<file path="config.mk">
export PLATFORM = sky130hd
export DESIGN_NAME = soc_scu
export DESIGN_NICKNAME = d
export VERILOG_FILES = /design/src/hw/scu_bus_pkg.sv /design/src/hw/scu_reg_pkg.sv /design/src/hw/scu_apb_decoder.sv /design/src/hw/scu_irq_router.sv /design/src/hw/scu_pad_ctrl.sv /design/src/hw/scu_registers.sv /design/src/hw/soc_scu.sv
export SDC_FILE = /design/constraint.sdc
export NUM_CORES = 1
export LEC_CHECK = 0
export BUFFER_PORTS_ARGS = -buffer_cell sky130_fd_sc_hd__buf_2
export CORE_AREA = 2 2 236 238
export CTS_CLUSTER_SIZE = 40
export DETAILED_ROUTE_END_ITERATION = 8
export DIE_AREA = 0 0 238 240
export GPL_TIMING_DRIVEN = 0
export PLACE_DENSITY = 0.59
export SYNTH_ARGS = -nofsm -noshare
export SYNTH_HDL_FRONTEND = slang
export SYNTH_SLANG_ARGS = --single-unit
export TNS_END_PERCENT = 5
</file>
<file path="constraint.sdc">
create_clock -name clk_cru_i -period 1.9 [get_ports clk_cru_i]
set_clock_uncertainty 0.1 [all_clocks]
set_input_delay 0.19 -clock clk_cru_i [delete_from_list [all_inputs] [get_ports clk_cru_i]]
set_output_delay 0.19 -clock clk_cru_i [all_outputs]
set_load 0.01 [all_outputs]
</file>
<file path="src/hw/scu_bus_pkg.sv">
package scu_bus_pkg;

  // ************************************************************
  // Bus geometry
  // ************************************************************
  localparam int unsigned AWIDTH = 13;
  localparam int unsigned DWIDTH = 32;

  localparam logic [AWIDTH-1:0] PAD_BASE = 13'h1000;  // Pad window start
  localparam int unsigned       PAD_END  = 32'h2000;  // First unmapped address

  // Request as seen by one register window
  typedef struct packed {
    logic                rd_en;   // One-cycle read strobe
    logic                wr_en;   // One-cycle write strobe
    logic [AWIDTH-1:0]   offset;  // Relative to window base
    logic [DWIDTH-1:0]   wdata;
    logic [DWIDTH/8-1:0] strb;
  } scu_req_t;

  // Window reply, valid while a strobe is up
  typedef struct packed {
    logic [DWIDTH-1:0] rdata;
    logic              err;
  } scu_rsp_t;

  // Byte lane merge for partial writes
  function automatic logic [DWIDTH-1:0] strb_merge(
    input logic [DWIDTH-1:0]   old_word,
    input logic [DWIDTH-1:0]   new_word,
    input logic [DWIDTH/8-1:0] strb
  );
    logic [DWIDTH-1:0] res;
    res = old_word;
    for (int b = 0; b < DWIDTH / 8; b++) begin
      if (strb[b]) res[8*b +: 8] = new_word[8*b +: 8];
    end
    return res;
  endfunction

endpackage

</file>
<file path="src/hw/scu_reg_pkg.sv">
package scu_reg_pkg;

  // ************************************************************
  // SCU window offsets
  // ************************************************************
  localparam logic [scu_bus_pkg::AWIDTH-1:0] REG_ID       = 'h00;  // Read only
  localparam logic [scu_bus_pkg::AWIDTH-1:0] REG_SW_RST   = 'h04;
  localparam logic [scu_bus_pkg::AWIDTH-1:0] REG_IRQ_MASK = 'h08;
  localparam logic [scu_bus_pkg::AWIDTH-1:0] REG_IRQ_MAP  = 'h0C;

  // ************************************************************
  // Pad window offsets
  // ************************************************************
  localparam logic [scu_bus_pkg::AWIDTH-1:0] PAD_OUT      = 'h00;
  localparam logic [scu_bus_pkg::AWIDTH-1:0] PAD_OEN      = 'h04;
  localparam logic [scu_bus_pkg::AWIDTH-1:0] PAD_PULL_EN  = 'h08;
  localparam logic [scu_bus_pkg::AWIDTH-1:0] PAD_PULL_DIR = 'h0C;
  localparam logic [scu_bus_pkg::AWIDTH-1:0] PAD_IN       = 'h10;  // Read only
  localparam logic [scu_bus_pkg::AWIDTH-1:0] PAD_MUX      = 'h14;

  // Software resets, all active low, per in bit 8 down to bcpu in bit 0
  typedef struct packed {
    logic per;
    logic usb;
    logic ddr;
    logic dma;
    logic emac;
    logic fpga0;
    logic fpga1;
    logic acpu;
    logic bcpu;
  } sw_rst_t;

  // Every block held in reset until software releases it
  localparam sw_rst_t SW_RST_RESET = '0;

  // Per-source interrupt route
  typedef struct packed {
    logic bcpu;  // Bit 1
    logic acpu;  // Bit 0
  } irq_route_t;

  // Pad control bundle
  typedef struct packed {
    logic [31:0] out;
    logic [31:0] oen;       // 1 = pad is an input
    logic [31:0] pull_en;
    logic [31:0] pull_dir;
  } pad_cfg_t;

  localparam logic [31:0] PAD_OEN_RESET = '1;

endpackage

</file>
<file path="src/hw/scu_apb_decoder.sv">
`timescale 1ns/10ps
module scu_apb_decoder (
  input  logic                                clk_cru_i,
  input  logic                                rst_n_i,
  // APB slave
  input  logic [scu_bus_pkg::AWIDTH-1:0]      paddr_i,
  input  logic                                psel_i,
  input  logic                                penable_i,
  input  logic                                pwrite_i,
  input  logic [scu_bus_pkg::DWIDTH-1:0]      pwdata_i,
  input  logic [scu_bus_pkg::DWIDTH/8-1:0]    pstrb_i,
  output logic [scu_bus_pkg::DWIDTH-1:0]      prdata_o,
  output logic                                pready_o,
  output logic                                pslverr_o,
  // Window targets
  output scu_bus_pkg::scu_req_t               reg_req_o,
  output scu_bus_pkg::scu_req_t               pad_req_o,
  input  scu_bus_pkg::scu_rsp_t               reg_rsp_i,
  input  scu_bus_pkg::scu_rsp_t               pad_rsp_i
);

  typedef enum logic {ST_IDLE, ST_RESP} state_e;

  state_e                          state_q;
  logic                            sel_reg;
  logic                            sel_pad;
  logic                            access;
  logic [scu_bus_pkg::DWIDTH-1:0]  rdata_q;
  logic                            err_q;

  // Window decode
  assign sel_reg = paddr_i < scu_bus_pkg::PAD_BASE;
  assign sel_pad = (paddr_i >= scu_bus_pkg::PAD_BASE) && (paddr_i < scu_bus_pkg::PAD_END);

  assign access = psel_i & penable_i & (state_q == ST_IDLE);  // First access cycle only

  always_comb begin
    reg_req_o        = '0;
    pad_req_o        = '0;
    reg_req_o.offset = paddr_i;
    pad_req_o.offset = paddr_i - scu_bus_pkg::PAD_BASE;
    reg_req_o.wdata  = pwdata_i;
    pad_req_o.wdata  = pwdata_i;
    reg_req_o.strb   = pstrb_i;
    pad_req_o.strb   = pstrb_i;
    reg_req_o.rd_en  = access & sel_reg & ~pwrite_i;
    reg_req_o.wr_en  = access & sel_reg & pwrite_i;
    pad_req_o.rd_en  = access & sel_pad & ~pwrite_i;
    pad_req_o.wr_en  = access & sel_pad & pwrite_i;
  end

  // ************************************************************
  // Access tracker, one wait state per transfer
  // ************************************************************
  always_ff @(posedge clk_cru_i or negedge rst_n_i) begin
    if (!rst_n_i) begin
      state_q <= ST_IDLE;
      rdata_q <= '0;
      err_q   <= 1'b0;
    end else if (access) begin
      state_q <= ST_RESP;
      if (sel_reg) begin
        rdata_q <= reg_rsp_i.rdata;
        err_q   <= reg_rsp_i.err;
      end else if (sel_pad) begin
        rdata_q <= pad_rsp_i.rdata;
        err_q   <= pad_rsp_i.err;
      end else begin
        rdata_q <= '0;    // Unmapped
        err_q   <= 1'b1;
      end
    end else begin
      state_q <= ST_IDLE;
      err_q   <= 1'b0;
    end
  end

  assign pready_o  = (state_q == ST_RESP);
  assign pslverr_o = err_q;   // Only set during the response cycle
  assign prdata_o  = rdata_q;

endmodule

</file>
<file path="src/hw/scu_irq_router.sv">
`timescale 1ns/10ps
module scu_irq_router #(
  parameter int unsigned NUM_IRQ = 16
) (
  input  logic                                    clk_cru_i,
  input  logic                                    rst_n_i,
  input  logic [NUM_IRQ-1:0]                      irq_src_i,
  input  logic [NUM_IRQ-1:0]                      irq_mask_i,
  input  scu_reg_pkg::irq_route_t [NUM_IRQ-1:0]   irq_map_i,
  output logic [NUM_IRQ-1:0]                      acpu_irq_o,
  output logic [NUM_IRQ-1:0]                      bcpu_irq_o
);

  logic [NUM_IRQ-1:0] enabled;
  logic [NUM_IRQ-1:0] acpu_d;
  logic [NUM_IRQ-1:0] bcpu_d;
  logic [NUM_IRQ-1:0] acpu_q;
  logic [NUM_IRQ-1:0] bcpu_q;

  assign enabled = irq_src_i & irq_mask_i;  // Mask bit 1 lets the source through

  // ************************************************************
  // Routing
  // ************************************************************
  always_comb begin
    for (int i = 0; i < NUM_IRQ; i++) begin
      acpu_d[i] = enabled[i] & irq_map_i[i].acpu;
      bcpu_d[i] = enabled[i] & irq_map_i[i].bcpu;   // Both may be set
    end
  end

  // One register stage before the CPUs
  always_ff @(posedge clk_cru_i or negedge rst_n_i) begin
    if (!rst_n_i) begin
      acpu_q <= '0;
      bcpu_q <= '0;
    end else begin
      acpu_q <= acpu_d;
      bcpu_q <= bcpu_d;
    end
  end

  assign acpu_irq_o = acpu_q;
  assign bcpu_irq_o = bcpu_q;

endmodule

</file>
<file path="src/hw/scu_pad_ctrl.sv">
`timescale 1ns/10ps
module scu_pad_ctrl #(
  parameter int unsigned NUM_PADS = 32
) (
  input  logic                   clk_cru_i,
  input  logic                   rst_n_i,
  input  scu_bus_pkg::scu_req_t  req_i,
  output scu_bus_pkg::scu_rsp_t  rsp_o,
  input  logic [NUM_PADS-1:0]    pad_in_i,
  input  logic [NUM_PADS-1:0]    periph_out_i,
  input  logic [NUM_PADS-1:0]    periph_oen_i,
  output scu_reg_pkg::pad_cfg_t  pad_o,
  output logic [NUM_PADS-1:0]    periph_in_o
);

  logic [NUM_PADS-1:0] out_q;
  logic [NUM_PADS-1:0] oen_q;
  logic [NUM_PADS-1:0] pull_en_q;
  logic [NUM_PADS-1:0] pull_dir_q;
  logic [NUM_PADS-1:0] mux_q;
  logic [NUM_PADS-1:0] sync1_q;
  logic [NUM_PADS-1:0] sync2_q;
  logic [NUM_PADS-1:0] out_sel;
  logic [NUM_PADS-1:0] oen_sel;

  logic [scu_bus_pkg::DWIDTH-1:0] rd_word;
  logic [scu_bus_pkg::DWIDTH-1:0] wr_word;
  logic                           hit;
  logic                           wr_ok;

  // ************************************************************
  // Register access
  // ************************************************************
  always_comb begin
    hit = 1'b1;
    case (req_i.offset)
      scu_reg_pkg::PAD_OUT:      rd_word = 32'(out_q);
      scu_reg_pkg::PAD_OEN:      rd_word = 32'(oen_q);
      scu_reg_pkg::PAD_PULL_EN:  rd_word = 32'(pull_en_q);
      scu_reg_pkg::PAD_PULL_DIR: rd_word = 32'(pull_dir_q);
      scu_reg_pkg::PAD_IN:       rd_word = 32'(sync2_q);
      scu_reg_pkg::PAD_MUX:      rd_word = 32'(mux_q);
      default: begin
        rd_word = '0;
        hit     = 1'b0;
      end
    endcase
  end

  assign rsp_o.rdata = rd_word;
  assign rsp_o.err   = (req_i.rd_en | req_i.wr_en) &
                       (~hit | (req_i.wr_en & (req_i.offset == scu_reg_pkg::PAD_IN)));

  assign wr_word = scu_bus_pkg::strb_merge(rd_word, req_i.wdata, req_i.strb);
  assign wr_ok   = req_i.wr_en & ~rsp_o.err;

  always_ff @(posedge clk_cru_i or negedge rst_n_i) begin
    if (!rst_n_i) begin
      out_q      <= '0;
      oen_q      <= scu_reg_pkg::PAD_OEN_RESET[NUM_PADS-1:0];  // All pads inputs
      pull_en_q  <= '0;
      pull_dir_q <= '0;
      mux_q      <= '0;
    end else if (wr_ok) begin
      case (req_i.offset)
        scu_reg_pkg::PAD_OUT:      out_q      <= wr_word[NUM_PADS-1:0];
        scu_reg_pkg::PAD_OEN:      oen_q      <= wr_word[NUM_PADS-1:0];
        scu_reg_pkg::PAD_PULL_EN:  pull_en_q  <= wr_word[NUM_PADS-1:0];
        scu_reg_pkg::PAD_PULL_DIR: pull_dir_q <= wr_word[NUM_PADS-1:0];
        scu_reg_pkg::PAD_MUX:      mux_q      <= wr_word[NUM_PADS-1:0];
        default: ;
      endcase
    end
  end

  // Two-flop input synchronizer
  always_ff @(posedge clk_cru_i or negedge rst_n_i) begin
    if (!rst_n_i) begin
      sync1_q <= '0;
      sync2_q <= '0;
    end else begin
      sync1_q <= pad_in_i;
      sync2_q <= sync1_q;
    end
  end

  // ************************************************************
  // Pad output mux
  // ************************************************************
  assign out_sel = (mux_q & periph_out_i) | (~mux_q & out_q);
  assign oen_sel = (mux_q & periph_oen_i) | (~mux_q & oen_q);

  assign pad_o.out      = 32'(out_sel);
  assign pad_o.oen      = ~32'(~oen_sel);    // Pads above NUM_PADS stay inputs
  assign pad_o.pull_en  = 32'(pull_en_q);
  assign pad_o.pull_dir = 32'(pull_dir_q);
  assign periph_in_o    = sync2_q;

endmodule

</file>
<file path="src/hw/scu_registers.sv">
`timescale 1ns/10ps
module scu_registers #(
  parameter int unsigned NUM_IRQ = 16
) (
  input  logic                                    clk_cru_i,
  input  logic                                    rst_n_i,
  input  scu_bus_pkg::scu_req_t                   req_i,
  output scu_bus_pkg::scu_rsp_t                   rsp_o,
  // Identification
  input  logic [15:0]                             vendor_id_i,
  input  logic [7:0]                              chip_id_i,
  input  logic [7:0]                              rev_id_i,
  // Controls
  output scu_reg_pkg::sw_rst_t                    sw_rst_o,
  output logic [NUM_IRQ-1:0]                      irq_mask_o,
  output scu_reg_pkg::irq_route_t [NUM_IRQ-1:0]   irq_map_o
);

  localparam int unsigned RST_W = $bits(scu_reg_pkg::sw_rst_t);
  localparam int unsigned MAP_W = 2 * NUM_IRQ;

  scu_reg_pkg::sw_rst_t                    sw_rst_q;
  logic [NUM_IRQ-1:0]                      irq_mask_q;
  scu_reg_pkg::irq_route_t [NUM_IRQ-1:0]   irq_map_q;

  logic [scu_bus_pkg::DWIDTH-1:0]  rd_word;
  logic [scu_bus_pkg::DWIDTH-1:0]  wr_word;
  logic                            hit;
  logic                            read_only;
  logic                            wr_ok;

  // ************************************************************
  // Read mux and access check
  // ************************************************************
  always_comb begin
    rd_word   = '0;
    hit       = 1'b1;
    read_only = 1'b0;
    case (req_i.offset)
      scu_reg_pkg::REG_ID: begin
        rd_word   = {vendor_id_i, chip_id_i, rev_id_i};
        read_only = 1'b1;
      end
      scu_reg_pkg::REG_SW_RST:   rd_word = 32'(sw_rst_q);
      scu_reg_pkg::REG_IRQ_MASK: rd_word = 32'(irq_mask_q);
      scu_reg_pkg::REG_IRQ_MAP:  rd_word = 32'(irq_map_q);
      default:                   hit     = 1'b0;
    endcase
  end

  assign rsp_o.rdata = rd_word;
  assign rsp_o.err   = (req_i.rd_en | req_i.wr_en) & (~hit | (req_i.wr_en & read_only));

  // Byte lanes not strobed keep the current value
  assign wr_word = scu_bus_pkg::strb_merge(rd_word, req_i.wdata, req_i.strb);
  assign wr_ok   = req_i.wr_en & ~rsp_o.err;

  // ************************************************************
  // Writable registers
  // ************************************************************
  always_ff @(posedge clk_cru_i or negedge rst_n_i) begin
    if (!rst_n_i) begin
      sw_rst_q   <= scu_reg_pkg::SW_RST_RESET;
      irq_mask_q <= '0;   // Everything masked
      irq_map_q  <= '0;
    end else if (wr_ok) begin
      case (req_i.offset)
        scu_reg_pkg::REG_SW_RST:   sw_rst_q   <= scu_reg_pkg::sw_rst_t'(wr_word[RST_W-1:0]);
        scu_reg_pkg::REG_IRQ_MASK: irq_mask_q <= wr_word[NUM_IRQ-1:0];
        scu_reg_pkg::REG_IRQ_MAP:  irq_map_q  <= wr_word[MAP_W-1:0];
        default: ;
      endcase
    end
  end

  // Reset bits go straight out, no sequencing
  assign sw_rst_o   = sw_rst_q;
  assign irq_mask_o = irq_mask_q;
  assign irq_map_o  = irq_map_q;

endmodule

</file>
<file path="src/hw/soc_scu.sv">
`timescale 1ns/10ps
module soc_scu #(
  parameter int unsigned NUM_IRQ  = 16,
  parameter int unsigned NUM_PADS = 32
) (
  input  logic                                  clk_cru_i,
  input  logic                                  rst_n_i,
  // APB
  input  logic [scu_bus_pkg::AWIDTH-1:0]        paddr_i,
  input  logic                                  psel_i,
  input  logic                                  penable_i,
  input  logic                                  pwrite_i,
  input  logic [scu_bus_pkg::DWIDTH-1:0]        pwdata_i,
  input  logic [scu_bus_pkg::DWIDTH/8-1:0]      pstrb_i,
  output logic [scu_bus_pkg::DWIDTH-1:0]        prdata_o,
  output logic                                  pready_o,
  output logic                                  pslverr_o,
  // ID
  input  logic [15:0]                           vendor_id_i,
  input  logic [7:0]                            chip_id_i,
  input  logic [7:0]                            rev_id_i,
  // Interrupts and resets
  input  logic [NUM_IRQ-1:0]                    irq_src_i,
  output scu_reg_pkg::sw_rst_t                  sw_rst_o,
  output logic [NUM_IRQ-1:0]                    acpu_irq_o,
  output logic [NUM_IRQ-1:0]                    bcpu_irq_o,
  // Pads
  input  logic [NUM_PADS-1:0]                   pad_in_i,
  input  logic [NUM_PADS-1:0]                   periph_out_i,
  input  logic [NUM_PADS-1:0]                   periph_oen_i,
  output scu_reg_pkg::pad_cfg_t                 pad_o,
  output logic [NUM_PADS-1:0]                   periph_in_o
);

  scu_bus_pkg::scu_req_t                   reg_req;
  scu_bus_pkg::scu_req_t                   pad_req;
  scu_bus_pkg::scu_rsp_t                   reg_rsp;
  scu_bus_pkg::scu_rsp_t                   pad_rsp;
  logic [NUM_IRQ-1:0]                      irq_mask;
  scu_reg_pkg::irq_route_t [NUM_IRQ-1:0]   irq_map;

  // ************************************************************
  // Bus side
  // ************************************************************
  scu_apb_decoder scu_apb_decoder_inst (
    .clk_cru_i(clk_cru_i), .rst_n_i(rst_n_i),
    .paddr_i  (paddr_i  ), .psel_i   (psel_i   ), .penable_i(penable_i),
    .pwrite_i (pwrite_i ), .pwdata_i (pwdata_i ), .pstrb_i  (pstrb_i  ),
    .prdata_o (prdata_o ), .pready_o (pready_o ), .pslverr_o(pslverr_o),
    .reg_req_o(reg_req  ), .pad_req_o(pad_req  ),
    .reg_rsp_i(reg_rsp  ), .pad_rsp_i(pad_rsp  )
  );

  scu_registers #(.NUM_IRQ(NUM_IRQ)) scu_registers_inst (
    .clk_cru_i  (clk_cru_i  ), .rst_n_i  (rst_n_i  ),
    .req_i      (reg_req    ), .rsp_o    (reg_rsp  ),
    .vendor_id_i(vendor_id_i), .chip_id_i(chip_id_i), .rev_id_i(rev_id_i),
    .sw_rst_o   (sw_rst_o   ), .irq_mask_o(irq_mask), .irq_map_o(irq_map)
  );

  // ************************************************************
  // Datapath blocks
  // ************************************************************
  scu_irq_router #(.NUM_IRQ(NUM_IRQ)) scu_irq_router_inst (
    .clk_cru_i (clk_cru_i ), .rst_n_i   (rst_n_i   ),
    .irq_src_i (irq_src_i ), .irq_mask_i(irq_mask  ), .irq_map_i(irq_map),
    .acpu_irq_o(acpu_irq_o), .bcpu_irq_o(bcpu_irq_o)
  );

  scu_pad_ctrl #(.NUM_PADS(NUM_PADS)) scu_pad_ctrl_inst (
    .clk_cru_i   (clk_cru_i   ), .rst_n_i     (rst_n_i     ),
    .req_i       (pad_req     ), .rsp_o       (pad_rsp     ),
    .pad_in_i    (pad_in_i    ), .periph_out_i(periph_out_i),
    .periph_oen_i(periph_oen_i), .pad_o       (pad_o       ),
    .periph_in_o (periph_in_o )
  );

endmodule

</file>
==> results of run 1 <==
power by group:
group | internal (uW) | leakage (uW) | switching, uW
logic | 679 | 0.00549 | 1080
clock network | 5110 | 0.000707 | 3370
registers | 7570 | 0.00451 | 126
total | 13400 | 0.0107 | 4580
cell type report:
type	count	area share, %
inverter	9	0.1466
clock inverter	15	1.010
buffer	97	3.677
tap	704	3.823
antenna	4	0.04345
timing repair buffer	539	14.49
sequential	347	37.89
multi-input combinational	1069	33.68
clock buffer	60	5.241
worst min-delay path, cell delays in order:
cell and delay, ns:
buf_2 0.08, a22oi_1 0.08, nor3_1 0.14, a21oi_1 0.05, o21ai_0 0.13
worst paths after layout:
path,start,cells after the start,end
min reg2reg,scu_pad_ctrl_inst.sync1_q[6],0,scu_pad_ctrl_inst.periph_in_o[6]
min in group asynchronous,rst_n_i,3,scu_pad_ctrl_inst.sync1_q[9]
max,scu_pad_ctrl_inst.mux_q[30],7,scu_pad_ctrl_inst.pull_dir_q[30]
max reg2reg,scu_pad_ctrl_inst.mux_q[30],7,scu_pad_ctrl_inst.pull_dir_q[30]
min,vendor_id_i[1],5,scu_registers_inst.irq_map_o[17]
max in group asynchronous,rst_n_i,4,scu_pad_ctrl_inst.mux_q[7]
flip-flops by register name, indices dropped and copies added, names as in the netlist:
register and cells:
scu_apb_decoder_inst.prdata_o 32, scu_apb_decoder_inst.pready_o 1, scu_apb_decoder_inst.pslverr_o 1, scu_irq_router_inst.acpu_irq_o 16, scu_irq_router_inst.bcpu_irq_o 16, scu_pad_ctrl_inst.mux_q 32
scu_pad_ctrl_inst.oen_q 32, scu_pad_ctrl_inst.out_q 32, scu_pad_ctrl_inst.periph_in_o 32, scu_pad_ctrl_inst.pull_dir_q 32, scu_pad_ctrl_inst.pull_en_q 32, scu_pad_ctrl_inst.sync1_q 32
scu_registers_inst.irq_map_o 32, scu_registers_inst.irq_mask_o 16, scu_registers_inst.sw_rst_o 9
cell usage in the layout (no fill, tap or decap), types with 23 or more instances in the layout:
cell,netlist,layout
buf_2,32,445
dfrtp_1,315,310
nor2_1,171,154
nand2_1,150,144
mux2_2,129,125
a21oi_1,123,105
dlygate4sd3_1,0,87
o21ai_0,91,83
clkbuf_16,0,42
o31ai_1,40,35
and3_1,35,35
dfstp_2,32,32
a22oi_1,37,28
buf_4,15,27
clkbuf_1,44,23
nand3_1,26,23
through the flow:
step	cell area [um2]	total power, uW	hold slack [ns]	TNS (ns)
2_1_floorplan	16270	8324	-0.2056	-18.69
3_3_place_gp	19290	9235	0.1980	-2292.98
3_5_place_dp	19380	9278	0.008017	-245.74
4_1_cts	22540	17990	0.002835	-8.945
5_1_grt	23030	18490	0.05143	-12.48
6_report	23040	17930	0.03537	-4.948
what timing repair did:
item | CTS | global route
hold buffers | 88 | 0
endpoints found under the setup margin | 254 | 248
resized for setup | 174 | 143
pin swaps | 15 | 13
buffers inserted | 14 | 7
endpoints found under the hold margin | 301 | 0
per-layer routing:
metal / share of wire, % / routed length (um) / vias up / GRT usage [%]
met5: 0.014 / 11 / - / 0
met1: 42 / 31840 / 7921 / 34.26
met2: 45 / 34650 / 780 / 40.91
met3: 8.4 / 6428 / 171 / 6.418
met4: 4.4 / 3374 / 2 / 10.09
li1: - / - / 6765 / -
kinds of logic (layout without fill, tap and decap cells):
family / after synthesis / count (layout) / share of synthesized area [%]
buf+inv: 108 / 720 / 3.270
compound gates: 420 / 420 / 16.34
flops: 347 / 347 / 53.65
simple gates: 475 / 475 / 14.19
other cells: 0 / 4 / 0
mux: 174 / 174 / 12.55
==> impl_results.md, run 1 <==
* Setup WS post-layout at -0.1185 ns
* Global route overflow at 0
* Worst setup EP type: flip-flop
* Pwr/cell area at 778.4 nW/um2
* Avg Synthesized Cell Area at 10.67 um2
* Main synth FF type: dfrtp_1
* Sinks on Clock Net at 347
* Period utilization at 106.2%
* Die height at 240 um
* Final core utilization at 42.15%
* Seq/Total Area, Yosys at 53.65%
* Final nets at 2302
* Filler Cell Count at 5271
* Final Max Tran Viols at 0
* Detailed placement HPWL at 58780 um
* CTS Buf Count at 41
* Initial antenna violation count at 4
* Buf/Inv on CP at 2
* Die area at 57120 um2
* Synth Instances at 1524
* Delay-heaviest family, CP: multiplexers
* DRT Pass-1 Iters at 5
* Post-synth top area cell: dfrtp_1
* Routability congestion estimate at 0.9394
* R2r setup slk at -0.12 ns
* Root Driver: clkbuf_16
* Post-detailed-route wirelength per cell at 26.83 um
* Final Hold Viols at 0
* Crit path DAT at 2.37 ns
* Post-synthesis cell area at 16260 um2
* Worst setup path class: reg -> reg
* Ys async rst share at 100.0%
* YS warnings at 0
* Place WS at -1.534 ns
* Post-synth top area share at 48.48%
* First-pass GRT wire length at 107000 um
* Initial DRC count at 1206
* Die W at 238 um
* Seq. cell area at 8730 um2
* CP max FO at 5
* Initial Utilization at 29.75%
* Multi-input gate area at 7760 um2
* ANT nets after route at 0
* Total wire length at 76310 um
* Worst-Skew Late Latency at 0.58 ns
* Syn Nets at 1722
* Min cycle time layout at 2.019 ns
* Max-cap viol count at 0
* P&R area growth vs syn at 41.69%
* Worst IR Drop VDD at 0.5601 mV
* Max Root-Sink Buffers at 3
* Layout cells sized above 1 at 43.07%
* Failing checks: negative setup slack
* Post-synth top cells: dfrtp_1 (315), nor2_1 (171), nand2_1 (150)
* Drt drc at 0
* Cell variety after synth at 75
* Pin count of the biggest net entering global routing at 119
* # rows at 86
* Vias in the first global route at 15390
* Rel. slew slack at 34.35%
* RSZ-0062 raised after global routing: yes
* Register bit total from synthesis at 347
* Worst-path clk slew at 0.06 ns
* Critical Path RT at 2.25 ns
* H-Tree Depth at 2
* Setup violators final at 112
* Hold Path Class: in -> reg
* Total Routing Usage GR at 25.90%
* Static Leak at 0.01071 uW
* Placed cells at 2658
* Most common cell in the netlist: dfrtp_1
* Via count at 15640
* Top area cells in the synthesized netlist: dfrtp_1 (48%), mux2_2 (8.9%), dfstp_2 (5.2%)
* Slowest stage delay, CP at 0.52 ns
* CTS tree: yes
* EDFF count, synth at 0
* Port bufs at 427
* Max Fclk at 495.4 MHz
* CP Launch Type: flip-flop
* CORE AREA at 54660 um2
* Worst-Margin Slew at 0.9806 ns
* Vias per cell at 5.499
* Crit path cell chain: mux4_2, a22oi_2, buf_6, nor3_2, a21oi_2, buf_12, a21oi_1
* Boundary Pins at 433
* Fin cells at 2844
* CP max-delay cell: mux4_2
* Status: finished with violations
Note: power is estimated with default switching activity, not from simulation.
==> inputs of run 2 (changes only) <==
ABC_CLOCK_PERIOD_IN_PS = 1900   (was default)
CORE_AREA = 2 2 190 192   (was 2 2 236 238)
DIE_AREA = 0 0 192 194   (was 0 0 238 240)
PLACE_DENSITY = 0.81   (was 0.59)
==> run 2 against run 1 <==
The run still ends with negative setup slack left. Via count increased by 3.2%. Clock power decreased by 7.4%. First-iteration DRC count increased by 49%. Register-to-register slack got worse by 0.20 ns. Cell area decreased by 1.3%. Wire length decreased by 9.3%. Critical endpoint is now scu_pad_ctrl_inst.oen_q[29]. Highest routed layer unchanged.
==> impl_results.md, run 2 (same netlist as run 1, synthesis figures left out) <==
* Worst-path clk slew at 0.06 ns (about the same)
* Worst-Skew Late Latency at 0.56 ns (-0.02 ns)
* Crit path DAT at 2.57 ns (+0.20 ns)
* Via count at 16130 (+3.2%)
* Port bufs at 427 (unchanged)
* Worst IR Drop VDD at 0.6495 mV (+16%)
* Post-detailed-route wirelength per cell at 26.50 um (-1.2%)
* Final core utilization at 64.55% (+22 points)
* Max Fclk at 450.9 MHz (-9.0%)
* Initial DRC count at 1793 (+49%)
* Total Routing Usage GR at 35.53% (+9.6 points)
* FF-to-FF path depth at 8 (+1)
* Static Leak at 0.01075 uW (+0.38%)
* Pin count of the biggest net entering global routing at 123 (+3.4%)
* Clk pwr share at 45.5% (-1.8 points)
* Hold Path Class: in -> reg
* Worst setup path class: reg -> reg
* Crit path cell chain: nand4b_1, buf_4, nor4_4, buf_4, and2_4, buf_8, nor2_1, a31oi_1
* Worst setup path startpoint: scu_apb_decoder_inst.pready_o
* CP max-delay cell: dfrtp_1
* CTS Buf Count at 38 (-7.3%)
* Most frequent cells in the layout: buf_2 (443), dfrtp_1 (312), nor2_1 (144)
* Rel. slew slack at 38.91% (+4.6 points)
* Vias in the first global route at 15540 (+0.99%)
* Boundary Pins at 433 (unchanged)
* Worst Hold Launch: rev_id_i[1]
* Setup violators final at 197 (+76%)
* CP Launch Type: flip-flop
* Seq pwr share at 44.5% (+1.6 points)
* RR Endpoint: scu_pad_ctrl_inst.oen_q[29]
* Detailed placement HPWL at 50350 um (-14%)
* DRT Pass-1 Iters at 8 (+3)
* Final Hold Viols at 0 (unchanged)
* RSZ-0062 raised after global routing: yes
* Vias per cell at 6.176 (+12%)
* P&R area growth vs syn at 39.82%
* Final Max Tran Viols at 0 (unchanged)
* Comb power frac at 9.9% (about the same)
* Period utilization at 116.7% (+10 points)
* ANT nets after route at 0 (unchanged)
* Final Power at 17240 uW (-3.9%)
* Die area at 37250 um2 (-35%)
* Most used cell, CP: buf_4
* Initial antenna violation count at 9 (+5)
* CP max FO at 7 (+2)
* Int Pwr at 12930 uW (-3.2%)
* H-Tree Depth at 2 (unchanged)
* Setup WS post-layout at -0.3176 ns (-0.1991 ns)
* Max-cap viol count at 0 (unchanged)
* Min cycle time layout at 2.218 ns (+0.1991 ns)
* Sw Ratio at 25.00% (-0.52 points)
* R2r setup slk at -0.32 ns (-0.20 ns)
* Worst setup EP type: flip-flop
* Sinks on Clock Net at 347 (unchanged)
* Reg-to-Reg Start: scu_apb_decoder_inst.pready_o
* Routability congestion estimate at 1.008 (+7.2%)
* Initial Utilization at 46.16% (+16 points)
* Most common cell after layout, fill and taps aside: buf_2
* Failing checks: negative setup slack
* CORE AREA at 35220 um2 (-36%)
* Drt drc at 0 (unchanged)
* # rows at 69 (-20%)
* Slowest stage delay, CP at 0.39 ns (-0.13 ns)
* Filler Cell Count at 2784 (-47%)
* Die height at 194 um (-19%)
* Final nets at 2309 (+0.30%)
* Layout cells sized above 1 at 44.02% (+0.95 points)
* CTS tree: yes
* Global route overflow at 0 (unchanged)
* Root Driver: clkbuf_16
* Pwr/cell area at 758.4 nW/um2 (-2.6%)
* Worst-Margin Slew at 0.9164 ns (-0.06418 ns)
* NetSw at 4310 uW (-5.8%)
* First-pass GRT wire length at 98120 um (-8.3%)
* Die W at 192 um (-19%)
* Status: finished with violations
* Total wire length at 69210 um (-9.3%)
* Critical Path RT at 2.26 ns (about the same)
* Max Root-Sink Buffers at 3 (unchanged)
* CP Capture Point: scu_pad_ctrl_inst.oen_q[29]
## run 2: timing repair
item / 4_1_cts / 5_1_grt
endpoints found under the setup margin: 250 / 248
cloned: 2 / 4
hold buffers: 80 / 0
gates resized for setup: 173 / 164
pin swaps: 16 / 8
buffers inserted: 19 / 18
hold endpoints to repair: 273 / 0
## run 2: per-layer routing
layer	GRT usage, %	vias to the layer above	wire length, um
met4	18.97	2	4433
met3	9.032	278	8206
met5	0	-	13
met1	46.08	7810	25440
met2	54.70	1258	31120
li1	-	6784	-
## run 2: worst min path at each step
stage               cells after the start                                to  slack (ns)
floorplan                               0  scu_apb_decoder_inst.prdata_o[0]       -0.21
global placement                        1      scu_pad_ctrl_inst.sync1_q[9]        0.20
detailed placement                      1     scu_pad_ctrl_inst.sync1_q[14]       -0.12
CTS                                     5  scu_apb_decoder_inst.prdata_o[1]      0.0007
global route                            4  scu_registers_inst.irq_map_o[19]        0.02
finish                                  5  scu_apb_decoder_inst.prdata_o[1]        0.01
## run 2: critical path, delay by kind of cell (launching register included)
family | cells | cell delay (ns)
compound gates | 1 | 0.17
flops | 1 | 0.39
simple gates | 4 | 0.88
buf+inv | 3 | 0.57
## run 2: power by group through the flow
stage / clock network, uW / registers (uW) / logic, uW
2_1_floorplan: 0 / 7840 / 482
3_3_place_gp: 0 / 7800 / 1360
3_5_place_dp: 0 / 7800 / 1410
4_1_cts: 7880 / 7670 / 1620
5_1_grt: 8190 / 7690 / 1790
6_report: 7850 / 7680 / 1710
## run 2: area by class of cell
| class | instances | area [um2] | area share, % |
|---|---|---|---|
| plain buffers | 95 | 827.0 | 3.638 |
| inverters | 9 | 33.78 | 0.1486 |
| diodes | 11 | 27.53 | 0.1211 |
| multi-input cells | 1069 | 7770 | 34.18 |
| clock buffers | 54 | 1091 | 4.799 |
| flip-flops and latches | 347 | 8727 | 38.39 |
| repair buffers | 551 | 3458 | 15.21 |
| well taps | 461 | 576.8 | 2.537 |
| clock inverters | 15 | 224.0 | 0.9851 |
## run 2: metrics by stage
| stage | setup WS (ns) | TNS (ns) | instance area, um2 | hold WS (ns) | std cells |
|---|---|---|---|---|---|
| 2_1_floorplan | -0.1978 | -18.69 | 16270 | -0.2056 | 1524 |
| 3_5_place_dp | -1.358 | -213.27 | 19080 | -0.1183 | 2415 |
| 5_1_grt | -0.3270 | -33.67 | 22720 | 0.01645 | 2607 |
| 6_report | -0.3176 | -26.63 | 22740 | 0.01099 | 2612 |
| 4_1_cts | -0.2233 | -17.53 | 22080 | 0.0006820 | 2584 |
| 3_3_place_gp | -5.878 | -2164.69 | 18990 | 0.1977 | 2412 |
